`config.mk`:
```
export PLATFORM = sky130hd
export DESIGN_NAME = shake_ctrl
export DESIGN_NICKNAME = d
export VERILOG_FILES = /design/src/design/shake_pkg.sv /design/src/design/shake_ctrl.sv
export SDC_FILE = /design/constraint.sdc
export NUM_CORES = 1
export LEC_CHECK = 0
export BUFFER_PORTS_ARGS = -buffer_cell sky130_fd_sc_hd__buf_2
export CORE_MARGIN = 1
export CORE_UTILIZATION = 30
export DETAILED_ROUTE_END_ITERATION = 10
export MAX_ROUTING_LAYER = met4
export SLEW_MARGIN = 20
export SYNTH_ARGS = -nofsm -noshare
export SYNTH_HDL_FRONTEND = slang
export SYNTH_SLANG_ARGS = --single-unit
```
`constraint.sdc`:
```
create_clock -name i_clk -period 2.8 [get_ports i_clk]
set_clock_uncertainty 0.05 [all_clocks]
set_input_delay 0.14 -clock i_clk [delete_from_list [all_inputs] [get_ports i_clk]]
set_output_delay 0.14 -clock i_clk [all_outputs]
set_load 0.01 [all_outputs]
```
`src/design/shake_pkg.sv`:
```
/*
 * SHAKE engine shared definitions: Keccak widths, rates, padding words,
 * rho rotation table and the control and mode types.
 */
package shake_pkg;

  localparam int LANE_W        = 64;
  localparam int NUM_LANES     = 25;
  localparam int NUM_ROUNDS    = 24;
  localparam int RATE128_WORDS = 21; // 1344 bit rate
  localparam int RATE256_WORDS = 17; // 1088 bit rate
  localparam int BLK_CNT_W     = 9;

  typedef logic [LANE_W-1:0]               lane_t;
  typedef logic [NUM_LANES*LANE_W-1:0]     state_t;      // lane (x,y) at 5y+x
  typedef logic [RATE128_WORDS*LANE_W-1:0] rate_block_t;
  typedef logic [6:0]                      rc_t;         // bit j goes to 2^j-1
  typedef logic [4:0]                      round_t;
  typedef logic [4:0]                      word_idx_t;
  typedef logic [BLK_CNT_W-1:0]            blk_cnt_t;

  typedef enum logic {
    SHAKE128 = 1'b0,
    SHAKE256 = 1'b1
  } shake_mode_t;

  typedef enum logic [2:0] {
    IDLE,
    ABSORB,
    PERMUTE,
    SQUEEZE,
    NEXT
  } ctrl_state_t;

  localparam lane_t PAD_FIRST = 64'h0000_0000_0000_001F; // domain bits plus first pad bit
  localparam lane_t PAD_LAST  = 64'h8000_0000_0000_0000;

  // indexed by 5y+x
  localparam int RHO_OFFSETS [NUM_LANES] = '{
     0,  1, 62, 28, 27,
    36, 44,  6, 55, 20,
     3, 10, 43, 25, 39,
    41, 45, 15, 21,  8,
    18,  2, 61, 56, 14
  };

  // index of the last lane inside the rate
  function automatic word_idx_t rate_last(shake_mode_t mode);
    return (mode == SHAKE256) ? word_idx_t'(RATE256_WORDS - 1) : word_idx_t'(RATE128_WORDS - 1);
  endfunction

endpackage

```
`src/design/shake_ctrl.sv`:
```
/*
 * Command FSM: accepts a command, alternates absorb and permute until the
 * padded block is in, then alternates squeeze and permute per output block.
 */
`timescale 1ns/1ps

module shake_ctrl (
  input  logic                   i_clk,
  input  logic                   i_rst_n,
  input  logic                   i_cmd_valid,
  input  shake_pkg::shake_mode_t i_cmd_mode,
  input  shake_pkg::blk_cnt_t    i_cmd_out_blocks,
  input  logic                   i_block_valid,
  input  logic                   i_block_final,
  input  logic                   i_perm_done,
  input  logic                   i_sq_block_done,
  output logic                   o_cmd_ready,
  output logic                   o_arm,
  output logic                   o_clear,
  output shake_pkg::shake_mode_t o_mode,
  output logic                   o_take,
  output logic                   o_perm_start,
  output logic                   o_perm_absorb,
  output logic                   o_sq_load
);

  shake_pkg::ctrl_state_t state_q;
  shake_pkg::shake_mode_t mode_q;
  shake_pkg::blk_cnt_t    blocks_q;    // output blocks still to load
  logic                   squeezing_q; // padded block has been taken
  logic                   accept;
  logic                   block_go;

  assign accept   = (state_q == shake_pkg::IDLE) && i_cmd_valid;
  assign block_go = (state_q == shake_pkg::ABSORB) && i_block_valid;

  always_ff @(posedge i_clk) begin
    if (!i_rst_n) begin
      state_q     <= shake_pkg::IDLE;
      mode_q      <= shake_pkg::SHAKE128;
      blocks_q    <= '0;
      squeezing_q <= 1'b0;
    end else begin
      case (state_q)
        shake_pkg::IDLE: if (i_cmd_valid) begin
          mode_q      <= i_cmd_mode;
          blocks_q    <= i_cmd_out_blocks;
          squeezing_q <= 1'b0;
          state_q     <= shake_pkg::ABSORB;
        end
        shake_pkg::ABSORB: if (i_block_valid) begin
          squeezing_q <= i_block_final;
          state_q     <= shake_pkg::PERMUTE;
        end
        shake_pkg::PERMUTE: if (i_perm_done) begin
          if (squeezing_q) begin
            blocks_q <= blocks_q - 1'b1;
            state_q  <= shake_pkg::SQUEEZE;
          end else begin
            state_q <= shake_pkg::ABSORB;
          end
        end
        shake_pkg::SQUEEZE: if (i_sq_block_done) begin
          state_q <= (blocks_q == '0) ? shake_pkg::IDLE : shake_pkg::NEXT;
        end
        shake_pkg::NEXT: state_q <= shake_pkg::PERMUTE;
        default: state_q <= shake_pkg::IDLE;
      endcase
    end
  end

  assign o_cmd_ready   = (state_q == shake_pkg::IDLE);
  assign o_arm         = accept;
  assign o_clear       = accept;
  assign o_mode        = mode_q;
  assign o_take        = block_go;
  assign o_perm_start  = block_go || (state_q == shake_pkg::NEXT);
  assign o_perm_absorb = (state_q == shake_pkg::ABSORB); // squeeze permutations add nothing
  assign o_sq_load     = (state_q == shake_pkg::PERMUTE) && i_perm_done && squeezing_q;

endmodule

```
==> reports/metrics.csv <==
metric,value,unit
status,completed,
syn_nets,132,
ys_ff_latch,14,
num-nets-final,154,
yosys-top-cells-count,"dfxtp_1, nand2_1, nor2_1",
antenna_found_initial,0,
synth_edf_count,0,
drt_iter0_markers,22,
critical_path_class,flop to output port,
cts_max_path_buffers,2,
numCtsBuffers,3,
grt_overflow,0,
start_kind,flop,
crit_slowest_cell,dfxtp_1,
postCtsHoldBufs,0,
totalNegativeSetupSlack,0,ps
synth_top_area_cell,dfxtp_1,
drt-met1-wl,1040,um
wl_met3,121,um
hold_viol_final,0,
synth_area_per_cell,8.49,um^2
ir_worst_vdd,0.262,mV
power_density,472,nW/um^2
die-area,3460,um^2
post-route-util,0.367,
start_util,0.317,
hold_start,i_cmd_out_blocks[6],
ys_warn_count,0,
htree_levels,1,
highest_layer,met4,
fmax,521,MHz
min_path_cells,3,
drtAntennaViolNets,0,
critPathCaptureType,output port,
grt_max_degree,17,
synth_top_area_frac,0.289,
rr_startpoint,state_q[1],
setup_viol,0,
cts_resized,0,
die_w,58.8,um
multi_input_area,618,um^2
cp_data_required_time,2610,ps
synth_seq_area_share,0.289,
synthTopCellsByArea,"dfxtp_1, a21boi_1, nand2_1, nor2_1, nor3b_1",
vias_per_cell,4.94,
drv_cap,0,
grt_pass1_wl,3390,um
hpwlAfterDp,1560,um
grt_pass1_vias,776,
place.port_buffers,24,
io_pins,25,
nFillCells,336,
slew_violations,0,
post_drt_wl_per_cell,11.7,um
drc,0,
track_usage,0.135,
die_y,58.8,um
min_period,1920,ps
drt_first_pass_iters,4,
hold_end,blocks_q[6],
critical_path.max_stage_delay,600,ps
cp_max_fo,13,
path_cells,"nor3b_4, and3_2, buf_2",
syn_area,968,um^2
routed_wl,2090,um
rsz0062_at_grt,no,
post-cts-setup-buffers,0,
rr_endpoint,blocks_q[8],
ys_async_sr_fraction,0,
insertion_delay,290,ps
critPathTopFamily,simple AND/OR/NAND/NOR gates,
num_vias,885,
leakagePower,0.000433,uW
syn_inst,114,
tritoncts,built,
cts-root-buf,clkbuf_4,
ff2ff_path_depth,4,
arrival,1730,ps
clk_pin_slew,100,ps
rows,20,
r2r_slack,940,ps
seq_area,280,um^2
worst_pin_slew,509,ps
core_area,3050,um^2
hp-class,input pin to flop,
area_growth_syn_to_layout,15.8,%
maxSlewHeadroom,0.661,
timing.critical_path.buf_inv,1,
synth_ff_type,dfxtp_1,
synth_most_common_cell,dfxtp_1,
drive_gt1_frac,0.281,
synth_cell_types,40,
antenna_cells,0,
wl_met2,927,um
cts_sinks,14,
gp_congestion,0.793,
post-route-period-util,0.685,
==> metrics by stage <==
stage	power, uW	cell area [um^2]	hold WS (ps)	instances	setup WS [ps]
floorplan	344	968	240	114	1300
global placement	377	1080	351	175	1000
detailed placement	381	1080	359	175	944
CTS	537	1120	44.5	179	866
global route	568	1120	56.4	179	712
finish	530	1120	44.8	179	882
==> placed cells by master, fill, tap and decap left out, types with 3 or more instances in the layout <==
| master | Yosys | routed |
|---|---|---|
| nor2_1 | 10 | 10 |
| o211ai_1 | 5 | 5 |
| o21a_1 | 3 | 3 |
| nand2_1 | 10 | 10 |
| buf_2 | 2 | 24 |
| dfxtp_1 | 14 | 14 |
| a21oi_1 | 5 | 5 |
| o21ai_0 | 4 | 4 |
| nor3_1 | 3 | 3 |
| a21boi_1 | 5 | 5 |
| clkbuf_4 | 0 | 3 |
| o21ai_1 | 4 | 4 |
| nor3b_1 | 5 | 5 |
| inv_1 | 3 | 3 |
| and2_1 | 4 | 4 |
==> registers in the layout, summed over array words and instances (netlist names) <==
register	flops
state_q	3
blocks_q	9
o_mode	1
squeezing_q	1
==> power breakdown <==
| part | leakage [uW] | switching [uW] | internal (uW) | total [uW] |
|---|---|---|---|---|
| registers | 0.000115 | 22.8 | 215 | 237 |
| logic | 0.000297 | 72.1 | 66.7 | 139 |
| clock network | 0.0000210 | 74.0 | 79.3 | 153 |
| total | 0.000433 | 169 | 361 | 530 |
==> how the worst max path moves through the flow <==
stage / slack (ps) / endpoint / start / cells past startpoint
2_1_floorplan: 1300 / o_mode / state_q[2] / 5
3_3_place_gp: 1000 / blocks_q[3] / state_q[1] / 4
3_5_place_dp: 940 / blocks_q[8] / state_q[1] / 4
4_1_cts: 870 / o_sq_load / state_q[1] / 3
5_1_grt: 710 / o_sq_load / state_q[1] / 3
6_report: 880 / o_sq_load / state_q[1] / 3
==> worst min-delay path: cells and delay by family <==
family / cells / cell delay [ps]
buf+inv: 1 / 80
compound gates: 2 / 140
==> layout make-up <==
cell class / instances / share of cell area
sequential: 14 / 0.250
multi-input combinational: 90 / 0.551
tap: 44 / 0.0491
clock buffer: 4 / 0.0324
timing repair buffer: 24 / 0.107
inverter: 3 / 0.0100
==> cell families (layout without fill, tap and decap cells) <==
kind of cell | after synthesis | count (layout) | synth area share
simple gates | 50 | 50 | 0.328
compound gates | 35 | 35 | 0.249
flops | 14 | 14 | 0.289
buf+inv | 10 | 31 | 0.0723
mux | 4 | 4 | 0.0478
fa+ha+maj | 1 | 1 | 0.0129
==> routing by layer <==
layer,track usage,vias to the layer above
met5,-,-
met4,0.0340,0
met3,0.0462,2
met2,0.198,24
met1,0.177,405
li1,-,454
Power figures use the tool's default switching activity.
