<file path="config.mk">
export PLATFORM = sky130hd
export DESIGN_NAME = shake_absorb
export DESIGN_NICKNAME = d
export VERILOG_FILES = /design/src/design/shake_pkg.sv /design/src/design/shake_absorb.sv
export SDC_FILE = /design/constraint.sdc
export NUM_CORES = 2
export LEC_CHECK = 0
export ABC_AREA = 1
export CORE_AREA = 2 2 546 548
export DETAILED_ROUTE_END_ITERATION = 6
export DIE_AREA = 0 0 548 550
export DONT_BUFFER_PORTS = 1
export PLACE_DENSITY = 0.38
export SYNTH_ARGS = -nofsm -noshare
export SYNTH_HDL_FRONTEND = slang
export SYNTH_SLANG_ARGS = --single-unit
</file>
<file path="constraint.sdc">
create_clock -name i_clk -period 21.4 [get_ports i_clk]
set_input_delay 1.07 -clock i_clk [delete_from_list [all_inputs] [get_ports i_clk]]
set_output_delay 1.07 -clock i_clk [all_outputs]
set_load 0.01 [all_outputs]
</file>
<file path="src/design/shake_pkg.sv">
/*
 * SHAKE engine shared definitions: Keccak widths, rates, padding words,
 * rho rotation table and the control and mode types.
 */
package shake_pkg;

  localparam int LANE_W        = 64;
  localparam int NUM_LANES     = 25;
  localparam int NUM_ROUNDS    = 24;
  localparam int RATE128_WORDS = 21; // 1344 bit rate
  localparam int RATE256_WORDS = 17; // 1088 bit rate
  localparam int BLK_CNT_W     = 9;

  typedef logic [LANE_W-1:0]               lane_t;
  typedef logic [NUM_LANES*LANE_W-1:0]     state_t;      // lane (x,y) at 5y+x
  typedef logic [RATE128_WORDS*LANE_W-1:0] rate_block_t;
  typedef logic [6:0]                      rc_t;         // bit j goes to 2^j-1
  typedef logic [4:0]                      round_t;
  typedef logic [4:0]                      word_idx_t;
  typedef logic [BLK_CNT_W-1:0]            blk_cnt_t;

  typedef enum logic {
    SHAKE128 = 1'b0,
    SHAKE256 = 1'b1
  } shake_mode_t;

  typedef enum logic [2:0] {
    IDLE,
    ABSORB,
    PERMUTE,
    SQUEEZE,
    NEXT
  } ctrl_state_t;

  localparam lane_t PAD_FIRST = 64'h0000_0000_0000_001F; // domain bits plus first pad bit
  localparam lane_t PAD_LAST  = 64'h8000_0000_0000_0000;

  // indexed by 5y+x
  localparam int RHO_OFFSETS [NUM_LANES] = '{
     0,  1, 62, 28, 27,
    36, 44,  6, 55, 20,
     3, 10, 43, 25, 39,
    41, 45, 15, 21,  8,
    18,  2, 61, 56, 14
  };

  // index of the last lane inside the rate
  function automatic word_idx_t rate_last(shake_mode_t mode);
    return (mode == SHAKE256) ? word_idx_t'(RATE256_WORDS - 1) : word_idx_t'(RATE128_WORDS - 1);
  endfunction

endpackage

</file>
<file path="src/design/shake_absorb.sv">
/*
 * Message absorber: packs 64-bit words into a rate block and
 * appends the SHAKE padding after the last word.
 */
`timescale 1ns/1ps

module shake_absorb (
  input  logic                   i_clk,
  input  logic                   i_rst_n,
  input  logic                   i_arm,
  input  shake_pkg::shake_mode_t i_mode,
  input  logic                   i_in_valid,
  input  shake_pkg::lane_t       i_in_data,
  input  logic                   i_in_last,
  input  logic                   i_take,
  output logic                   o_in_ready,
  output logic                   o_block_valid,
  output shake_pkg::rate_block_t o_block,
  output logic                   o_block_final
);

  shake_pkg::rate_block_t buf_q;
  shake_pkg::word_idx_t   idx_q;
  shake_pkg::word_idx_t   last_idx;
  shake_pkg::lane_t       wr_data;
  logic armed_q;
  logic full_q;
  logic final_q;
  logic ended_q;     // last message word stored, only pad words follow
  logic pad_first_q;
  logic msg_wr;
  logic pad_wr;
  logic at_end;

  assign last_idx   = shake_pkg::rate_last(i_mode);
  assign at_end     = (idx_q == last_idx);
  assign o_in_ready = armed_q && !full_q && !ended_q;
  assign msg_wr     = o_in_ready && i_in_valid;
  assign pad_wr     = armed_q && !full_q && ended_q; // no handshake for pad words

  always_comb begin
    if (!ended_q) begin
      wr_data = i_in_data;
    end else begin
      wr_data = pad_first_q ? shake_pkg::PAD_FIRST : '0;
      if (at_end) begin
        wr_data = wr_data | shake_pkg::PAD_LAST;
      end
    end
  end

  always_ff @(posedge i_clk) begin
    if (msg_wr || pad_wr) begin
      buf_q[idx_q*shake_pkg::LANE_W +: shake_pkg::LANE_W] <= wr_data;
    end
  end

  always_ff @(posedge i_clk) begin
    if (!i_rst_n) begin
      armed_q     <= 1'b0;
      full_q      <= 1'b0;
      final_q     <= 1'b0;
      ended_q     <= 1'b0;
      pad_first_q <= 1'b0;
      idx_q       <= '0;
    end else if (i_arm) begin
      armed_q     <= 1'b1;
      full_q      <= 1'b0;
      final_q     <= 1'b0;
      ended_q     <= 1'b0;
      pad_first_q <= 1'b0;
      idx_q       <= '0;
    end else begin
      if (msg_wr || pad_wr) begin
        if (at_end) begin
          idx_q   <= '0;
          full_q  <= 1'b1;
          final_q <= ended_q; // a message word in the last lane leaves the pad for the next block
        end else begin
          idx_q <= idx_q + 1'b1;
        end
        if (msg_wr && i_in_last) begin
          ended_q     <= 1'b1;
          pad_first_q <= 1'b1;
        end else if (pad_wr) begin
          pad_first_q <= 1'b0;
        end
      end
      if (i_take && full_q) begin
        full_q <= 1'b0;
        if (final_q) begin
          armed_q <= 1'b0;
          ended_q <= 1'b0;
          final_q <= 1'b0;
        end
      end
    end
  end

  // lanes above the rate stay zero so the XOR leaves the capacity alone
  always_comb begin
    for (int i = 0; i < shake_pkg::RATE128_WORDS; i++) begin
      o_block[i*shake_pkg::LANE_W +: shake_pkg::LANE_W] =
        (i <= int'(last_idx)) ? buf_q[i*shake_pkg::LANE_W +: shake_pkg::LANE_W] : '0;
    end
  end

  assign o_block_valid = full_q;
  assign o_block_final = final_q;

endmodule

</file>
==> summary.txt <==
Post-Route Setup TNS: 0 ns
Final Wtd Congestion: 0.814
Clk pin slew, worst setup/hold paths: 0.06 ns
Synth cell count leaders: nor2_1, edfxtp_1, buf_4
CTS tree: built
Fin util: 0.217
Avg Cell Area, Syn: 11.5 sq um
Startpoint Class: flop
Post-route ant nets: 0
CP top delay family: simple AND/OR/NAND/NOR gates
WP depth: 10
Post-layout nets: 4387
Leakage: 19.2 nW
Reg area: 40600 sq um
Seq/Total Area, Yosys: 0.650
Area grow syn2layout: 2.74%
Critical path, cell by cell: clkinv_2 -> ha_4 -> nand2_1 -> nor2_1 -> ha_1 -> nand2_1 -> inv_2 -> nand3_1 -> nor2_4 -> buf_4
Die width: 548 microns
Max frequency: 177 MHz
CP max stage delay: 1.04 ns
Initial DRC Count: 4601
Area of the core: 296000 sq um
Slowest-stage cell, CP: nor2_4
Max_slew headroom: -0.00153
Final Hold Slack: 0.356 ns
Critical path type: flop to flop
Cts bufs inserted: 165
Post-DP HPWL: 220000 microns
Initial antenna violation count: 57
Bufs on Longest Clock Path: 4
Mapped Cells: 5437
Synth top area share: 0.646
Final instance area: 64200 sq um
Area contributors post-synth: edfxtp_1, buf_4, nor2_1
Endpoints failing setup: 0
Buffers & Inverters on Critical Path: 3
Most used DFF post-synth: edfxtp_1
Via Count: 37200
First-pass GRT wire length: 406000 microns
Avg WL per Cell: 38.4 microns
Remaining Overflow, GRT: 0
Pre-antenna DRT Iters: 6
Final Max Slew Viols: 1
Failing checks: max-capacitance violations, max-slew violations
Fraction of layout instances using a drive strength above 1: 0.108
Yosys cell types: 32
Mapped Area: 62400 sq um
FP Rows: 200
Max_cap viols: 1
Gr usage total: 0.205
Critical Path Most Common Cell: nand2_1
Worst Hold Depth: 2
Cells on worst reg2reg path: 10
Final min period: 5.64 ns
Syn Nets: 5511
CTS Hold Buffers Added: 0
Pwr/cell area: 93.5 nW/um^2
Final setup margin: 15.76 ns
Yosys warning count: 0
Status: complete, but fails checks
Largest area contributor in the netlist: edfxtp_1
Arrival time worst endpoint: 6.07 ns
Clock tree sinks: 1354
Fin crit share: 0.264
Root Buffer: clkbuf_16
Clk_lat worst skew: 0.85 ns
Vias per cell: 4.42
Dpl ws: 15.53 ns
Maximum level of the CTS H-tree: 4
Initial Utilization: 0.211
CP Capture Type: flop
Top Ports: 1418
Worst Path Required: 21.83 ns
Die ar.: 301000 sq um
Vias in the first global route: 36300
Dpl cell area: 58700 sq um
Die Ht: 550 microns
Final hold vios: 0
Fillers: 31800
Number of remaining DRC errors: 0
Post-synth EDFFs: 1344
Largest net degree at the start of global routing: 259
Routed WL: 323000 microns
IO Port Bufs: 0
Worst-margin pin slew: 1.50 ns
Most common cell in the netlist: nor2_1
Post-CTS setup repair buffer count: 0
Async S/R FF share, synth: 0
Peak supply drop: 0.0000610 V
Highest net fanout along the worst path: 48
Hold WC Path Type: input pin to flop
Multi-input gate area: 10800 sq um
Number of gates resized after CTS: 0
RSZ-0062 raised after global routing: no
Layout Skew: 0.0565 ns
#FFs+latches synth: 1354
## state kept, by name, summed over array words and instances (netlist names)
signal	cells
armed_q	1
buf_q	1344
ended_q	1
idx_q	5
o_block_final	1
o_block_valid	1
pad_first_q	1
## cells by family after synthesis
family,after synthesis,synth area share
AND/OR/NAND/NOR,2290,0.166
buffers and inverters,1771,0.182
flip-flops,1354,0.650
AO/OA/AOI/OAI,18,0.00156
adder cells (fa/ha/maj),3,0.000601
XOR/XNOR,1,0.000140
## cell type report
class | instances | area share
sequential | 1354 | 0.632
multi-input combinational | 2312 | 0.168
tap | 3939 | 0.0768
clock buffer | 199 | 0.0670
inverter | 342 | 0.0203
timing repair buffer | 138 | 0.0177
clock inverter | 103 | 0.0166
antenna | 28 | 0.00109
## report_power, final
group          leakage, nW  internal, mW  switching, mW  total (mW)
Clock                 2.57          1.63           1.24        2.87
Sequential            12.6          2.88        0.00746        2.89
Combinational         4.06        0.0280          0.210       0.238
Total                 19.2          4.54           1.46        6.00
## layout by cell type (no fill, tap or decap), types with 9 or more instances in the layout
| cell type | n |
|---|---|
| edfxtp_1 | 1344 |
| nand3_1 | 275 |
| inv_1 | 328 |
| diode_2 | 28 |
| nand2_1 | 46 |
| buf_4 | 131 |
| nor2_4 | 27 |
| clkinvlp_4 | 14 |
| nor2_1 | 1553 |
| clkbuf_16 | 167 |
| inv_2 | 9 |
| nor3_1 | 71 |
| clkinv_2 | 24 |
| nor3_4 | 53 |
| o21ai_0 | 10 |
| bufinv_16 | 15 |
| clkbuf_1 | 32 |
| nand4_1 | 251 |
| clkinv_1 | 38 |
## final timing paths
check	start	end	slack (ns)
hold / removal	i_arm	armed_q	0.36
hold reg to reg	armed_q	armed_q	0.50
setup reg to reg	idx_q[0]	buf_q[691]	15.76
setup / recovery	idx_q[0]	buf_q[691]	15.76
## through the flow
stage | total power [mW] | instances
CTS | 6.07 | 8387
global placement | 3.19 | 8083
detailed placement | 3.19 | 8085
global route | 6.17 | 8391
finish | 6.00 | 8415
floorplan | 3.06 | 5437
## metal layers
| layer | vias to the layer above | wire length [microns] | GRT usage |
|---|---|---|---|
| met5 | - | 37 | 0 |
| met4 | 6 | 14000 | 0.0791 |
| met3 | 385 | 35100 | 0.0823 |
| met2 | 2320 | 147000 | 0.327 |
| met1 | 19600 | 126000 | 0.248 |
| li1 | 14900 | - | - |
Note: power is estimated with default switching activity, not from simulation.
