## src/design/shake_pkg.sv

```systemverilog
/*
 * SHAKE engine shared definitions: Keccak widths, rates, padding words,
 * rho rotation table and the control and mode types.
 */
package shake_pkg;

  localparam int LANE_W        = 64;
  localparam int NUM_LANES     = 25;
  localparam int NUM_ROUNDS    = 24;
  localparam int RATE128_WORDS = 21; // 1344 bit rate
  localparam int RATE256_WORDS = 17; // 1088 bit rate
  localparam int BLK_CNT_W     = 9;

  typedef logic [LANE_W-1:0]               lane_t;
  typedef logic [NUM_LANES*LANE_W-1:0]     state_t;      // lane (x,y) at 5y+x
  typedef logic [RATE128_WORDS*LANE_W-1:0] rate_block_t;
  typedef logic [6:0]                      rc_t;         // bit j goes to 2^j-1
  typedef logic [4:0]                      round_t;
  typedef logic [4:0]                      word_idx_t;
  typedef logic [BLK_CNT_W-1:0]            blk_cnt_t;

  typedef enum logic {
    SHAKE128 = 1'b0,
    SHAKE256 = 1'b1
  } shake_mode_t;

  typedef enum logic [2:0] {
    IDLE,
    ABSORB,
    PERMUTE,
    SQUEEZE,
    NEXT
  } ctrl_state_t;

  localparam lane_t PAD_FIRST = 64'h0000_0000_0000_001F; // domain bits plus first pad bit
  localparam lane_t PAD_LAST  = 64'h8000_0000_0000_0000;

  // indexed by 5y+x
  localparam int RHO_OFFSETS [NUM_LANES] = '{
     0,  1, 62, 28, 27,
    36, 44,  6, 55, 20,
     3, 10, 43, 25, 39,
    41, 45, 15, 21,  8,
    18,  2, 61, 56, 14
  };

  // index of the last lane inside the rate
  function automatic word_idx_t rate_last(shake_mode_t mode);
    return (mode == SHAKE256) ? word_idx_t'(RATE256_WORDS - 1) : word_idx_t'(RATE128_WORDS - 1);
  endfunction

endpackage

```

## src/design/shake_squeeze.sv

```systemverilog
/*
 * Output squeezer: captures the rate lanes of the state and
 * streams them out lane 0 first under valid/ready.
 */
`timescale 1ns/1ps

module shake_squeeze (
  input  logic                   i_clk,
  input  logic                   i_rst_n,
  input  logic                   i_load,
  input  shake_pkg::shake_mode_t i_mode,
  input  shake_pkg::state_t      i_state,
  input  logic                   i_out_ready,
  output logic                   o_out_valid,
  output shake_pkg::lane_t       o_out_data,
  output logic                   o_block_done
);

  shake_pkg::rate_block_t buf_q;
  shake_pkg::word_idx_t   cnt_q;
  logic valid_q;
  logic xfer;
  logic last_word;

  assign xfer      = valid_q && i_out_ready;
  assign last_word = (cnt_q == shake_pkg::rate_last(i_mode));

  always_ff @(posedge i_clk) begin
    if (i_load) begin
      buf_q <= i_state[shake_pkg::RATE128_WORDS*shake_pkg::LANE_W-1:0];
    end else if (xfer) begin
      buf_q <= buf_q >> shake_pkg::LANE_W; // next lane moves to the bottom
    end
  end

  always_ff @(posedge i_clk) begin
    if (!i_rst_n) begin
      valid_q <= 1'b0;
      cnt_q   <= '0;
    end else if (i_load) begin
      valid_q <= 1'b1;
      cnt_q   <= '0;
    end else if (xfer) begin
      cnt_q <= cnt_q + 1'b1;
      if (last_word) begin
        valid_q <= 1'b0;
      end
    end
  end

  assign o_out_valid  = valid_q;
  assign o_out_data   = buf_q[shake_pkg::LANE_W-1:0];
  assign o_block_done = xfer && last_word;

endmodule

```

## config.mk

```make
export PLATFORM = sky130hd
export DESIGN_NAME = shake_squeeze
export DESIGN_NICKNAME = d
export VERILOG_FILES = /design/src/design/shake_pkg.sv /design/src/design/shake_squeeze.sv
export SDC_FILE = /design/constraint.sdc
export NUM_CORES = 1
export LEC_CHECK = 0
export ABC_AREA = 1
export ABC_CLOCK_PERIOD_IN_PS = 42300
export BUFFER_PORTS_ARGS = -buffer_cell sky130_fd_sc_hd__buf_2
export CAP_MARGIN = 15
export CORE_AREA = 10 10 651 653
export CTS_CLUSTER_SIZE = 16
export DETAILED_ROUTE_END_ITERATION = 12
export DIE_AREA = 0 0 661 663
export GPL_TIMING_DRIVEN = 0
export PLACE_DENSITY = 0.3
export SLEW_MARGIN = 20
export SYNTH_ARGS = -nofsm -noshare
export SYNTH_HDL_FRONTEND = slang
export SYNTH_SLANG_ARGS = --single-unit
```

## constraint.sdc

```tcl
create_clock -name i_clk -period 42.3 [get_ports i_clk]
set_clock_uncertainty 0.2 [all_clocks]
set_input_delay 6.345 -clock i_clk [delete_from_list [all_inputs] [get_ports i_clk]]
set_output_delay 6.345 -clock i_clk [all_outputs]
set_load 0.005 [all_outputs]
```

==> results of run 1 <==
## logic make-up after synthesis
logic type | count (synthesis) | synth area share [%]
AO/OA/AOI/OAI | 10 | 0.0994
adder cells (fa/ha/maj) | 2 | 0.0432
buffers and inverters | 429 | 4.48
flip-flops | 1350 | 69.9
AND/OR/NAND/NOR | 3921 | 25.4
## area by class of cell
cell class	count	share of cell area, %
Clock buffer	220	6.03
Tap cell	5474	8.71
Antenna cell	92	0.293
Clock inverter	106	1.36
Inverter	72	0.344
Multi-Input combinational cell	3933	18.8
Sequential cell	1350	51.5
Timing Repair Buffer	1444	10.0
Buffer	357	2.95
## Yosys cell counts
master / n
buf_2: 163
nand4_1: 1
nor2_2: 1
o21a_1: 1
inv_2: 1
o21ai_0: 3
edfxtp_1: 1344
dfxtp_1: 6
buf_4: 163
a31oi_1: 2
nand2_1: 3910
a21boi_0: 1
clkbuf_1: 10
buf_8: 2
nand3_1: 2
nor2_1: 7
buf_6: 19
inv_1: 71
a21oi_1: 3
ha_1: 2
## routing by layer
metal  vias to the layer above  part of all wire (%)  GRT usage [%]
met4                       128                   3.5           3.98
li1                      21710                     -              -
met3                       667                   6.6           3.59
met2                      1680                    56           28.1
met5                         -                  0.26              0
met1                     20216                    34           13.4
## worst min-delay path, delay by kind of cell, from the launching register on
kind	cells	cell delay [ps]
DFF	1	320
and+or+nand+nor	2	100
## final timing paths
| kind | start | to | slack (ps) |
|---|---|---|---|
| min | buf_q[949] | buf_q[885] | 260 |
| max reg2reg | o_out_valid | buf_q[853] | 38270 |
| min reg2reg | buf_q[949] | buf_q[885] | 260 |
| max | i_out_ready | o_block_done | 28350 |
## state kept, by name, indices dropped and copies added (netlist names)
register / count
buf_q: 1344
o_out_valid: 1
cnt_q: 5
## through the flow
stage	instance area [sq um]	util [%]	setup WS, ps	hold WS (ps)	instances
floorplan	57900	-	4200	259	5712
global placement	71800	17.5	-16060	290	12599
detailed placement	72600	17.7	28320	297	12630
CTS	78400	19.1	28310	260	12956
global route	78500	19.1	28280	293	12992
finish	78600	19.1	28350	255	13048
## cell usage in the layout (no fill, tap or decap), types with 8 or more instances in the layout
| cell type | netlist | layout |
|---|---|---|
| inv_1 | 71 | 71 |
| buf_16 | 0 | 23 |
| clkbuf_16 | 0 | 184 |
| nand2_1 | 3910 | 3909 |
| clkinv_1 | 0 | 45 |
| edfxtp_1 | 1344 | 1344 |
| buf_4 | 163 | 163 |
| bufinv_16 | 0 | 16 |
| buf_6 | 19 | 19 |
| diode_2 | 0 | 92 |
| buf_12 | 0 | 8 |
| clkinv_2 | 0 | 21 |
| buf_2 | 163 | 1576 |
| clkbuf_1 | 10 | 46 |
## power by group through the flow
stage | combinational (mW) | clock [mW] | sequential, mW
detailed placement | 0.391 | 0 | 1.70
global placement | 0.379 | 0 | 1.90
finish | 0.372 | 1.55 | 1.67
floorplan | 0.167 | 0 | 1.80
global route | 0.419 | 1.66 | 1.68
CTS | 0.392 | 1.61 | 1.67
==> impl_results.md, run 1 <==
- Status: finished, final reports clean
- Port buffer count: 1,413
- Wire length after detailed routing: 315 mm
- Synth top area cells: edfxtp_1 (70%), nand2_1 (25%), buf_4 (2.1%)
- Synth Register Bits: 1,350
- First drt pass iteration count: 5
- Critical Path RT: 35,750 ps
- I/O pin cnt: 1,671
- Clk sinks: 1,350
- Synthesis Warnings: 0
- Largest net degree at the start of global routing: 57
- Synth Net Count: 7,319
- # DRC: 0
- Critical Path Max Stage Delay: ~280 ps
- Remaining Overflow, GRT: 0
- Avg Cell Area, Syn: 10.1 sq um
- TritonCTS Buffers: 182
- Tot Pwr: 3.59 mW
- Max FO, Critical Path: 8
- Setup TNS: 0 ps
- Die height: roughly 660 um
- Worst min path class: reg2reg
- Worst reg-to-reg path cell count: 10
- CP Data Arrival Time: 7410 ps
- Final Setup Violations: 0
- Clock Path Buffers: 4
- FF+latch area: 40,500 sq um
- Initial core utilization: approximately 14%
- Tmin final: 13,950 ps
- Pwr Density: around 46 nW/um^2
- Die width: 661 um
- Wire per inst: 24.2 um
- Skew-Pair Late Insertion Delay: 880 ps
- Fillcell total: between 40,000 and 50,000
- Power share of the combinational group: about a tenth
- CP Class: in2out
- CP startpoint kind: input port
- Core box area: ~410,000 sq um
- Max_cap viols: 0
- Layout cell share with drive strength beyond 1: 27.3%
- Die area: 438,000 sq um
- Sequential area share after synthesis: 69.9%
- Power share of the clock group: 43.1%
- Slew Limit Fails: 0
- Area of the mapped netlist: between 50,000 and 60,000 sq um
- Final GP Congestion: 0.903
- Cells after Synth: roughly 5,700
- Slowest-stage cell, CP: nand3_1
- Area leader, netlist: edfxtp_1
- Cts hold-fix bufs: 0
- Worst vdd ir: 30.7 uV
- Syn-to-layout area delta: 35.9%
- H-Tree Depth: 4
- Crit path depth: 6
- Synth unique cells: 20
- Number of antenna-violating nets in the routed design: 0
- Clk slew on worst S/H paths: 60 ps
- Iteration-0 DRC Markers: 2,368
- Worst hold stages: 2
- Buffers and inverters on the worst path: 3
- Sw frac: 26.0%
- Multi-input logic area: 14,800 sq um
- DPL Wire Length: 269 mm
- CP Cell Sequence: buf_2 > nand2_1 > nor2_1 > nand3_1 > inv_1 > buf_2
- TritonCTS clock tree: built
- DR vias/cell: 3.40
- Top-area cell type share of the netlist area: 69.7%
- Layout Nets: 8,947
- GRT Total Usage: between 10% and 20%
- CP endpoint kind: output port
- Worst rel slew slack: 34.1%
- First-pass GRT wire length: 416 mm
- Final Hold Vio Count: 0
- Final Cycle Share: approximately a third
- Number of global-route vias before repair: 48,716
- Total number of vias: 44,401
- Slew @ Worst Pin: 988 ps
- RSZ-0062 raised after global routing: false
- CTS Root Cell: clkbuf_16
- Reg power frac: between 40% and 50%
- Fmax: just over 70 MHz
- Crit-path most repeated cell: buf_2
- Internal Power: 2.65 mW
- Cts repair resizes: 0
- Static Leak: 35.9 nW
- Number of post-CTS setup repair buffers: 0
- Rows: roughly 240
- Sw Pwr: approximately 930 uW
- CP delay by family, top: simple AND/OR/NAND/NOR gates
- Antenna violations before repair: 300
No activity file was read; power rests on OpenSTA's default activity.
==> inputs of run 2 (changes only) <==
--- a/config.mk
+++ b/config.mk
@@ -5,14 +5,14 @@
 export SDC_FILE = /design/constraint.sdc
 export NUM_CORES = 1
 export LEC_CHECK = 0
-export ABC_AREA = 1
-export ABC_CLOCK_PERIOD_IN_PS = 42300
+export ABC_AREA = 0
+export ABC_CLOCK_PERIOD_IN_PS = 14250
 export BUFFER_PORTS_ARGS = -buffer_cell sky130_fd_sc_hd__buf_2
 export CAP_MARGIN = 15
-export CORE_AREA = 10 10 651 653
+export CORE_AREA = 10 10 639 641
 export CTS_CLUSTER_SIZE = 16
 export DETAILED_ROUTE_END_ITERATION = 12
-export DIE_AREA = 0 0 661 663
+export DIE_AREA = 0 0 649 651
 export GPL_TIMING_DRIVEN = 0
 export PLACE_DENSITY = 0.3
 export SLEW_MARGIN = 20
==> constraint.sdc (replaced) <==
create_clock -name i_clk -period 14.25 [get_ports i_clk]
set_clock_uncertainty 0.2 [all_clocks]
set_input_delay 2.1375 -clock i_clk [delete_from_list [all_inputs] [get_ports i_clk]]
set_output_delay 2.1375 -clock i_clk [all_outputs]
set_load 0.005 [all_outputs]
==> run 2 against run 1 <==
Clock power grew to 2.9 times the previous value. Power grew to 2.9 times the previous value. Sequential share of layout area down 1.3 points. Critical endpoint is now buf_q[279]. Die area decreased by 3.6%. Critical path depth grew 7. Non-clock buffer count is 141 lower. Worst setup slack worse by 20000 ps. Cell count is 23% lower.
==> impl_results.md, run 2 <==
- Static Leak: 31.8 nW
- Pwr Density: 131 nW/um^2
- RSZ-0062 raised after global routing: false
- CP startpoint kind: input port
- Number of global-route vias before repair: between 30,000 and 40,000
- Layout cell share with drive strength beyond 1: 67.3%
- Core box area: approximately 400,000 sq um
- Slew Limit Fails: 0
- Multi-input logic area: 18,000 sq um
- Final Hold Vio Count: 0
- Most frequent cell after synthesis: edfxtp_1
- Post-route cell area: roughly 80,000 sq um
- Area of the mapped netlist: ~60,000 sq um
- Synth Net Count: 4,545
- Cts repair resizes: 0
- Wire length after detailed routing: ~280 mm
- First drt pass iteration count: 5
- Worst reg-to-reg path cell count: 11
- Synth top area cells: edfxtp_1 (67%), mux2_4 (20%), mux2_2 (9.0%)
- Worst rel slew slack: between 50% and 60%
- Max FO, Critical Path: 48
- Final Setup Violations: 0
- TritonCTS Buffers: approximately 190
- DPL Wire Length: between 200 and 250 mm
- Final core utilization: 20.4%
- Remaining Overflow, GRT: 0
- Worst vdd ir: 97.0 uV
- Fillcell total: 42,195
- H-Tree Depth: 4
- Avg Cell Area, Syn: slightly above 20 sq um
- Top-area cell type share of the netlist area: 66.9%
- CP Data Arrival Time: 6600 ps
- Number of post-CTS setup repair buffers: 0
- Total number of vias: 33,872
- Cells after Synth: approximately 3,000
- Synth cell count leaders: edfxtp_1 (1,344), mux2_4 (800), mux2_2 (480)
- Die area: about 420,000 sq um
- Crit path from: i_load
- Clk sinks: 1,350
- Initial core utilization: 15.3%
- Number of antenna-violating nets in the routed design: 0
- Port buffer count: around 1,400
- Most frequent cells in the layout: buf_2 (1,470), edfxtp_1 (1,344), mux2_4 (800)
- Syn-to-layout area delta: 33.8%
- Wire per inst: 27.8 um
- Slowest-stage cell, CP: buf_2
- Asr flop ratio synth: 0%
- Crit-path most repeated cell: buf_16
- Worst hold stages: 2
- Synthesis Warnings: 0
- Largest Register: buf_q
- Setup TNS: 0 ps
- Synth Register Bits: 1,350
- Layout Nets: 6,178
- Worst min path class: reg2reg
- Worst r2r dst: buf_q[279]
- Most common cell after layout, fill and taps aside: buf_2
- Post-synth EDFFs: between 1,000 and 1,500
- Tot Pwr: ~11 mW
- Fmax: 159 MHz
- First-pass GRT wire length: 359 mm
- CTS Root Cell: clkbuf_16
- Critical Path Max Stage Delay: 550 ps
- Slew @ Worst Pin: around 640 ps
- Cts hold-fix bufs: 0
- R2R Setup Slk: approximately 9900 ps
- FF+latch area: approximately 40,000 sq um
- Critical Path RT: approximately 15,000 ps
- CP endpoint kind: flip-flop
- I/O pin cnt: 1,671
- CP Cell Sequence: buf_2 > buf_2 > buf_2 > nand2b_4 > buf_16 > buf_16 > buf_16 > buf_16 > buf_12 > buf_16 > buf_16 > buf_12 > buf_16
- Worst r2r src: o_out_valid
- Max reg flops: 1,344
- Area leader, netlist: edfxtp_1
- Max_cap viols: 0
- Largest net degree at the start of global routing: 51
- Iteration-0 DRC Markers: roughly 2,000
- Rows: 231
- CP endpoint: buf_q[279]
- Clk slew on worst S/H paths: 60 ps
- TritonCTS clock tree: built
- GRT Total Usage: 12.7%
- CP Class: in2reg
- Die width: 649 um
- Skew-Pair Late Insertion Delay: 860 ps
- Final GP Congestion: 0.799
- Clock Path Buffers: 4
- DR vias/cell: 3.36
- Antenna violations before repair: 578
- Area post-placement: 74,800 sq um
- Die height: approximately 650 um
- # DRC: 0
- Sequential area share after synthesis: between 60% and 70%
- Main flop type after synthesis: edfxtp_1
- Synth unique cells: 24
- Status: finished, final reports clean
- Final Cycle Share: 44.2%
- Tmin final: 6300 ps
run 2: cell types whose count changed in the layout (fill, tap and decap cells not counted), moves of 5 or more:
cell / delta
mux2_4: +800
mux2_2: +480
buf_6: +62
buf_8: +6
buf_2: -106
inv_1: -69
nor2_1: -5
and2_1: +64
buf_4: -98
nand2_1: -3904
clkbuf_1: +15
diode_2: +42
bufinv_16: -9
run 2: through the flow:
step	cells	hold WS [ps]	worst slack (ps)
2_1_floorplan	2938	266	1560
3_3_place_gp	9593	283	-6000
3_5_place_dp	9626	299	6870
4_1_cts	9960	307	7820
5_1_grt	9990	328	7660
6_report	10094	304	7950
run 2: report_power, final:
group | internal, mW | switching, mW | leakage, nW
Combinational | 0.657 | 0.491 | 15.7
Clock | 2.52 | 1.94 | 2.70
Sequential | 4.84 | 0.122 | 13.4
run 2: worst max-delay path: cells and delay by family:
kind	cells	cell delay, ps
buf+inv	12	3750
simple gates	1	440
run 2: cell type report:
type | instances | share of cell area [%]
well taps | 5242 | 8.13
clock buffers | 243 | 6.01
plain buffers | 214 | 2.25
flip-flops and latches | 1350 | 50.2
clock inverters | 91 | 0.906
multi-input cells | 1372 | 22.3
diodes | 134 | 0.416
inverters | 2 | 0.00931
repair buffers | 1446 | 9.79
run 2: per-layer routing:
layer	global-route usage (%)	share of wire [%]	wire [um]	vias to the layer above
met5	0	0.58	1630	-
li1	-	-	-	14963
met4	2.48	3.1	8790	254
met3	5.56	9.7	27200	1106
met2	23.2	50	141000	1764
met1	13.5	36	101000	15785
run 2: worst min path at each step:
stage	startpoint	to	slack [ps]
after global routing	buf_q[426]	buf_q[362]	330
final	cnt_q[1]	cnt_q[1]	300
after detailed placement	cnt_q[1]	cnt_q[1]	300
after floorplan	cnt_q[1]	cnt_q[1]	270
after global placement	cnt_q[1]	cnt_q[1]	280
after CTS	cnt_q[1]	cnt_q[1]	310
run 2: logic make-up (layout without fill, tap and decap cells):
| group | after synthesis | in the layout | share of synthesized area (%) |
|---|---|---|---|
| compound gates | 7 | 7 | 0.0664 |
| xor+xnor | 3 | 3 | 0.0436 |
| fa+ha+maj | 2 | 2 | 0.0415 |
| buf+inv | 216 | 1996 | 3.02 |
| flops | 1350 | 1350 | 67.1 |
| mux | 1280 | 1280 | 28.9 |
| other cells | 0 | 134 | 0 |
| simple gates | 80 | 80 | 0.799 |
==> inputs of run 3 (changes only) <==
--- a/config.mk
+++ b/config.mk
@@ -6,15 +6,15 @@
 export NUM_CORES = 1
 export LEC_CHECK = 0
 export ABC_AREA = 0
-export ABC_CLOCK_PERIOD_IN_PS = 14250
+export ABC_CLOCK_PERIOD_IN_PS = 5100
 export BUFFER_PORTS_ARGS = -buffer_cell sky130_fd_sc_hd__buf_2
 export CAP_MARGIN = 15
-export CORE_AREA = 10 10 639 641
+export CORE_AREA = 10 10 652 654
 export CTS_CLUSTER_SIZE = 16
 export DETAILED_ROUTE_END_ITERATION = 12
-export DIE_AREA = 0 0 649 651
+export DIE_AREA = 0 0 662 664
 export GPL_TIMING_DRIVEN = 0
-export PLACE_DENSITY = 0.3
+export PLACE_DENSITY = 0.31
 export SLEW_MARGIN = 20
 export SYNTH_ARGS = -nofsm -noshare
 export SYNTH_HDL_FRONTEND = slang
==> constraint.sdc (replaced) <==
create_clock -name i_clk -period 5.1 [get_ports i_clk]
set_clock_uncertainty 0.2 [all_clocks]
set_input_delay 0.765 -clock i_clk [delete_from_list [all_inputs] [get_ports i_clk]]
set_output_delay 0.765 -clock i_clk [all_outputs]
set_load 0.005 [all_outputs]
==> run 3 against run 2 <==
Utilization rose by 2.5 points. Cell count grew 15%. Routed wire length rose by 3.0%. Die area increased by 4.0%. Highest routed layer unchanged.
==> impl_results.md, run 3 (same netlist as run 2, synthesis figures left out) <==
- Status: finished, final reports clean
- Pwr Density: 329 nW/um^2
- Largest Register: buf_q
- Max_cap viols: 0
- CTS Root Cell: clkbuf_16
- Number of global-route vias before repair: about 42,000
- I/O pin cnt: 1,671
- TritonCTS clock tree: built
- Most common cell after layout, fill and taps aside: buf_2
- Total number of vias: around 38,000
- Buffers and inverters on the worst path: 10
- Wire per inst: 24.9 um
- Slowest-stage cell, CP: dlygate4sd3_1
- TritonCTS Buffers: 184
- Rows: 236
- Static Leak: 37.5 nW
- First drt pass iteration count: 5
- Tot Pwr: 31.0 mW
- Cts repair resizes: 0
- Antenna violations before repair: 277
- CP Data Arrival Time: 4630 ps
- H-Tree Depth: 4
- Final Setup Violations: 0
- Wire length after detailed routing: between 200 and 300 mm
- Most frequent cells in the layout: buf_2 (1,467), edfxtp_1 (1,344), dlygate4sd3_1 (1,319)
- Placed insts: around 10,000
- Critical Path RT: 5450 ps
- Slew Limit Fails: 0
- Final Cycle Share: 83.7%
- Crit-path most repeated cell: buf_16
- Worst min path class: in2reg
- Max FO, Critical Path: between 40 and 50
- DPL Wire Length: between 200 and 250 mm
- Final GP Congestion: 0.788
- CP Class: in2reg
- Iteration-0 DRC Markers: 1,983
- Clk slew on worst S/H paths: 60 ps
- Core box area: slightly above 400,000 sq um
- Tmin final: 4270 ps
- Remaining Overflow, GRT: 0
- Fillcell total: 43,610
- Worst vdd ir: 233 uV
- Clock Path Buffers: 4
- CP Cell Sequence: dlygate4sd3_1 > buf_2 > nand2_1 > nand2b_4 > buf_16 > buf_16 > buf_16 > buf_16 > buf_16 > buf_16 > buf_16 > buf_16
- Syn-to-layout area delta: 56.5%
- DR vias/cell: 3.27
- DP Worst Slack: -3.43 ps
- CP endpoint kind: flip-flop
- GRT Total Usage: 12.7%
- Worst hold slack: 76.3 ps
- Final Hold Vio Count: 0
- Port buffer count: 1,413
- Die area: 440,000 sq um
- RSZ-0062 raised after global routing: false
- Clk sinks: 1,350
- Critical Path Max Stage Delay: 530 ps
- # DRC: 0
- Max reg flops: 1,344
- Die width: 662 um
- Die height: 664 um
- CP startpoint kind: input port
- CP delay by family, top: buffers and inverters
- Initial core utilization: 14.6%
- Largest net degree at the start of global routing: 51
- Post-layout worst setup margin: roughly 830 ps
- Skew-Pair Late Insertion Delay: around 900 ps
- Final instance count without filler cells: 11,617
- Layout Nets: 7,494
- First-pass GRT wire length: 383 mm
- Slew @ Worst Pin: 714 ps
- Worst rel slew slack: between 50% and 60%
- Fmax: 234 MHz
- Layout cell share with drive strength beyond 1: 52.7%
- Number of antenna-violating nets in the routed design: 0
==> run 3: cell count changes in the layout (fill, tap and decap cells not counted), moves of 2 or more <==
cell,previous run,this run
buf_12,11,4
clkinv_2,23,31
bufinv_16,7,14
diode_2,134,107
inv_6,7,2
buf_6,81,83
buf_16,22,27
clkinv_1,41,46
buf_2,1470,1467
dlygate4sd3_1,0,1319
clkinvlp_4,6,4
clkbuf_1,61,46
==> run 3: worst paths after layout <==
path	start	end	slack (ps)	cells after the start
worst max-delay path	i_out_ready	buf_q[28]	830	12
worst min-delay path	i_state[660]	buf_q[660]	80	2
worst max register to register	o_out_valid	buf_q[28]	920	10
worst min register to register	buf_q[1136]	buf_q[1072]	290	1
==> run 3: per-layer routing <==
metal  global-route usage [%]  up-vias  wire (um)
met4                     2.50      104       6190
li1                         -    17564          -
met5                        0        -        602
met1                     15.4    18500     119000
met2                     22.7     1315     145000
met3                     3.06      491      18100
==> run 3: what timing repair did <==
| action | CTS | global route |
|---|---|---|
| endpoints found under the hold margin | 1323 | 0 |
| hold buffers | 1319 | 0 |
| setup buffers | 0 | 0 |
==> run 3: layout make-up <==
type	count	area [sq um]	share of cell area [%]
clock inverter	106	976	1.03
antenna	107	268	0.284
sequential	1350	40500	42.9
timing repair buffer	2763	21100	22.4
inverter	2	7.51	0.00796
buffer	214	1840	1.95
clock buffer	229	4820	5.11
tap	5474	6850	7.26
multi-input combinational	1372	18000	19.1
==> run 3: metrics by stage <==
| step | TNS [ps] | cell area, sq um | utilization [%] |
|---|---|---|---|
| final | 0 | 94300 | 22.9 |
| after global routing | 0 | 94200 | 22.9 |
| after CTS | 0 | 94100 | 22.8 |
| after detailed placement | -39.2 | 75100 | 18.2 |
| after global placement | - | 74200 | 18.0 |
| after floorplan | -8080500 | 60300 | - |
==> run 3: report_power, final <==
| group | switching (mW) | total [mW] | internal [mW] | leakage, nW |
|---|---|---|---|---|
| sequential | 0.374 | 13.9 | 13.5 | 13.4 |
| combinational | 1.76 | 4.27 | 2.51 | 21.2 |
| clock | 5.45 | 12.9 | 7.41 | 2.82 |
| total | 7.59 | 31.0 | 23.4 | 37.5 |
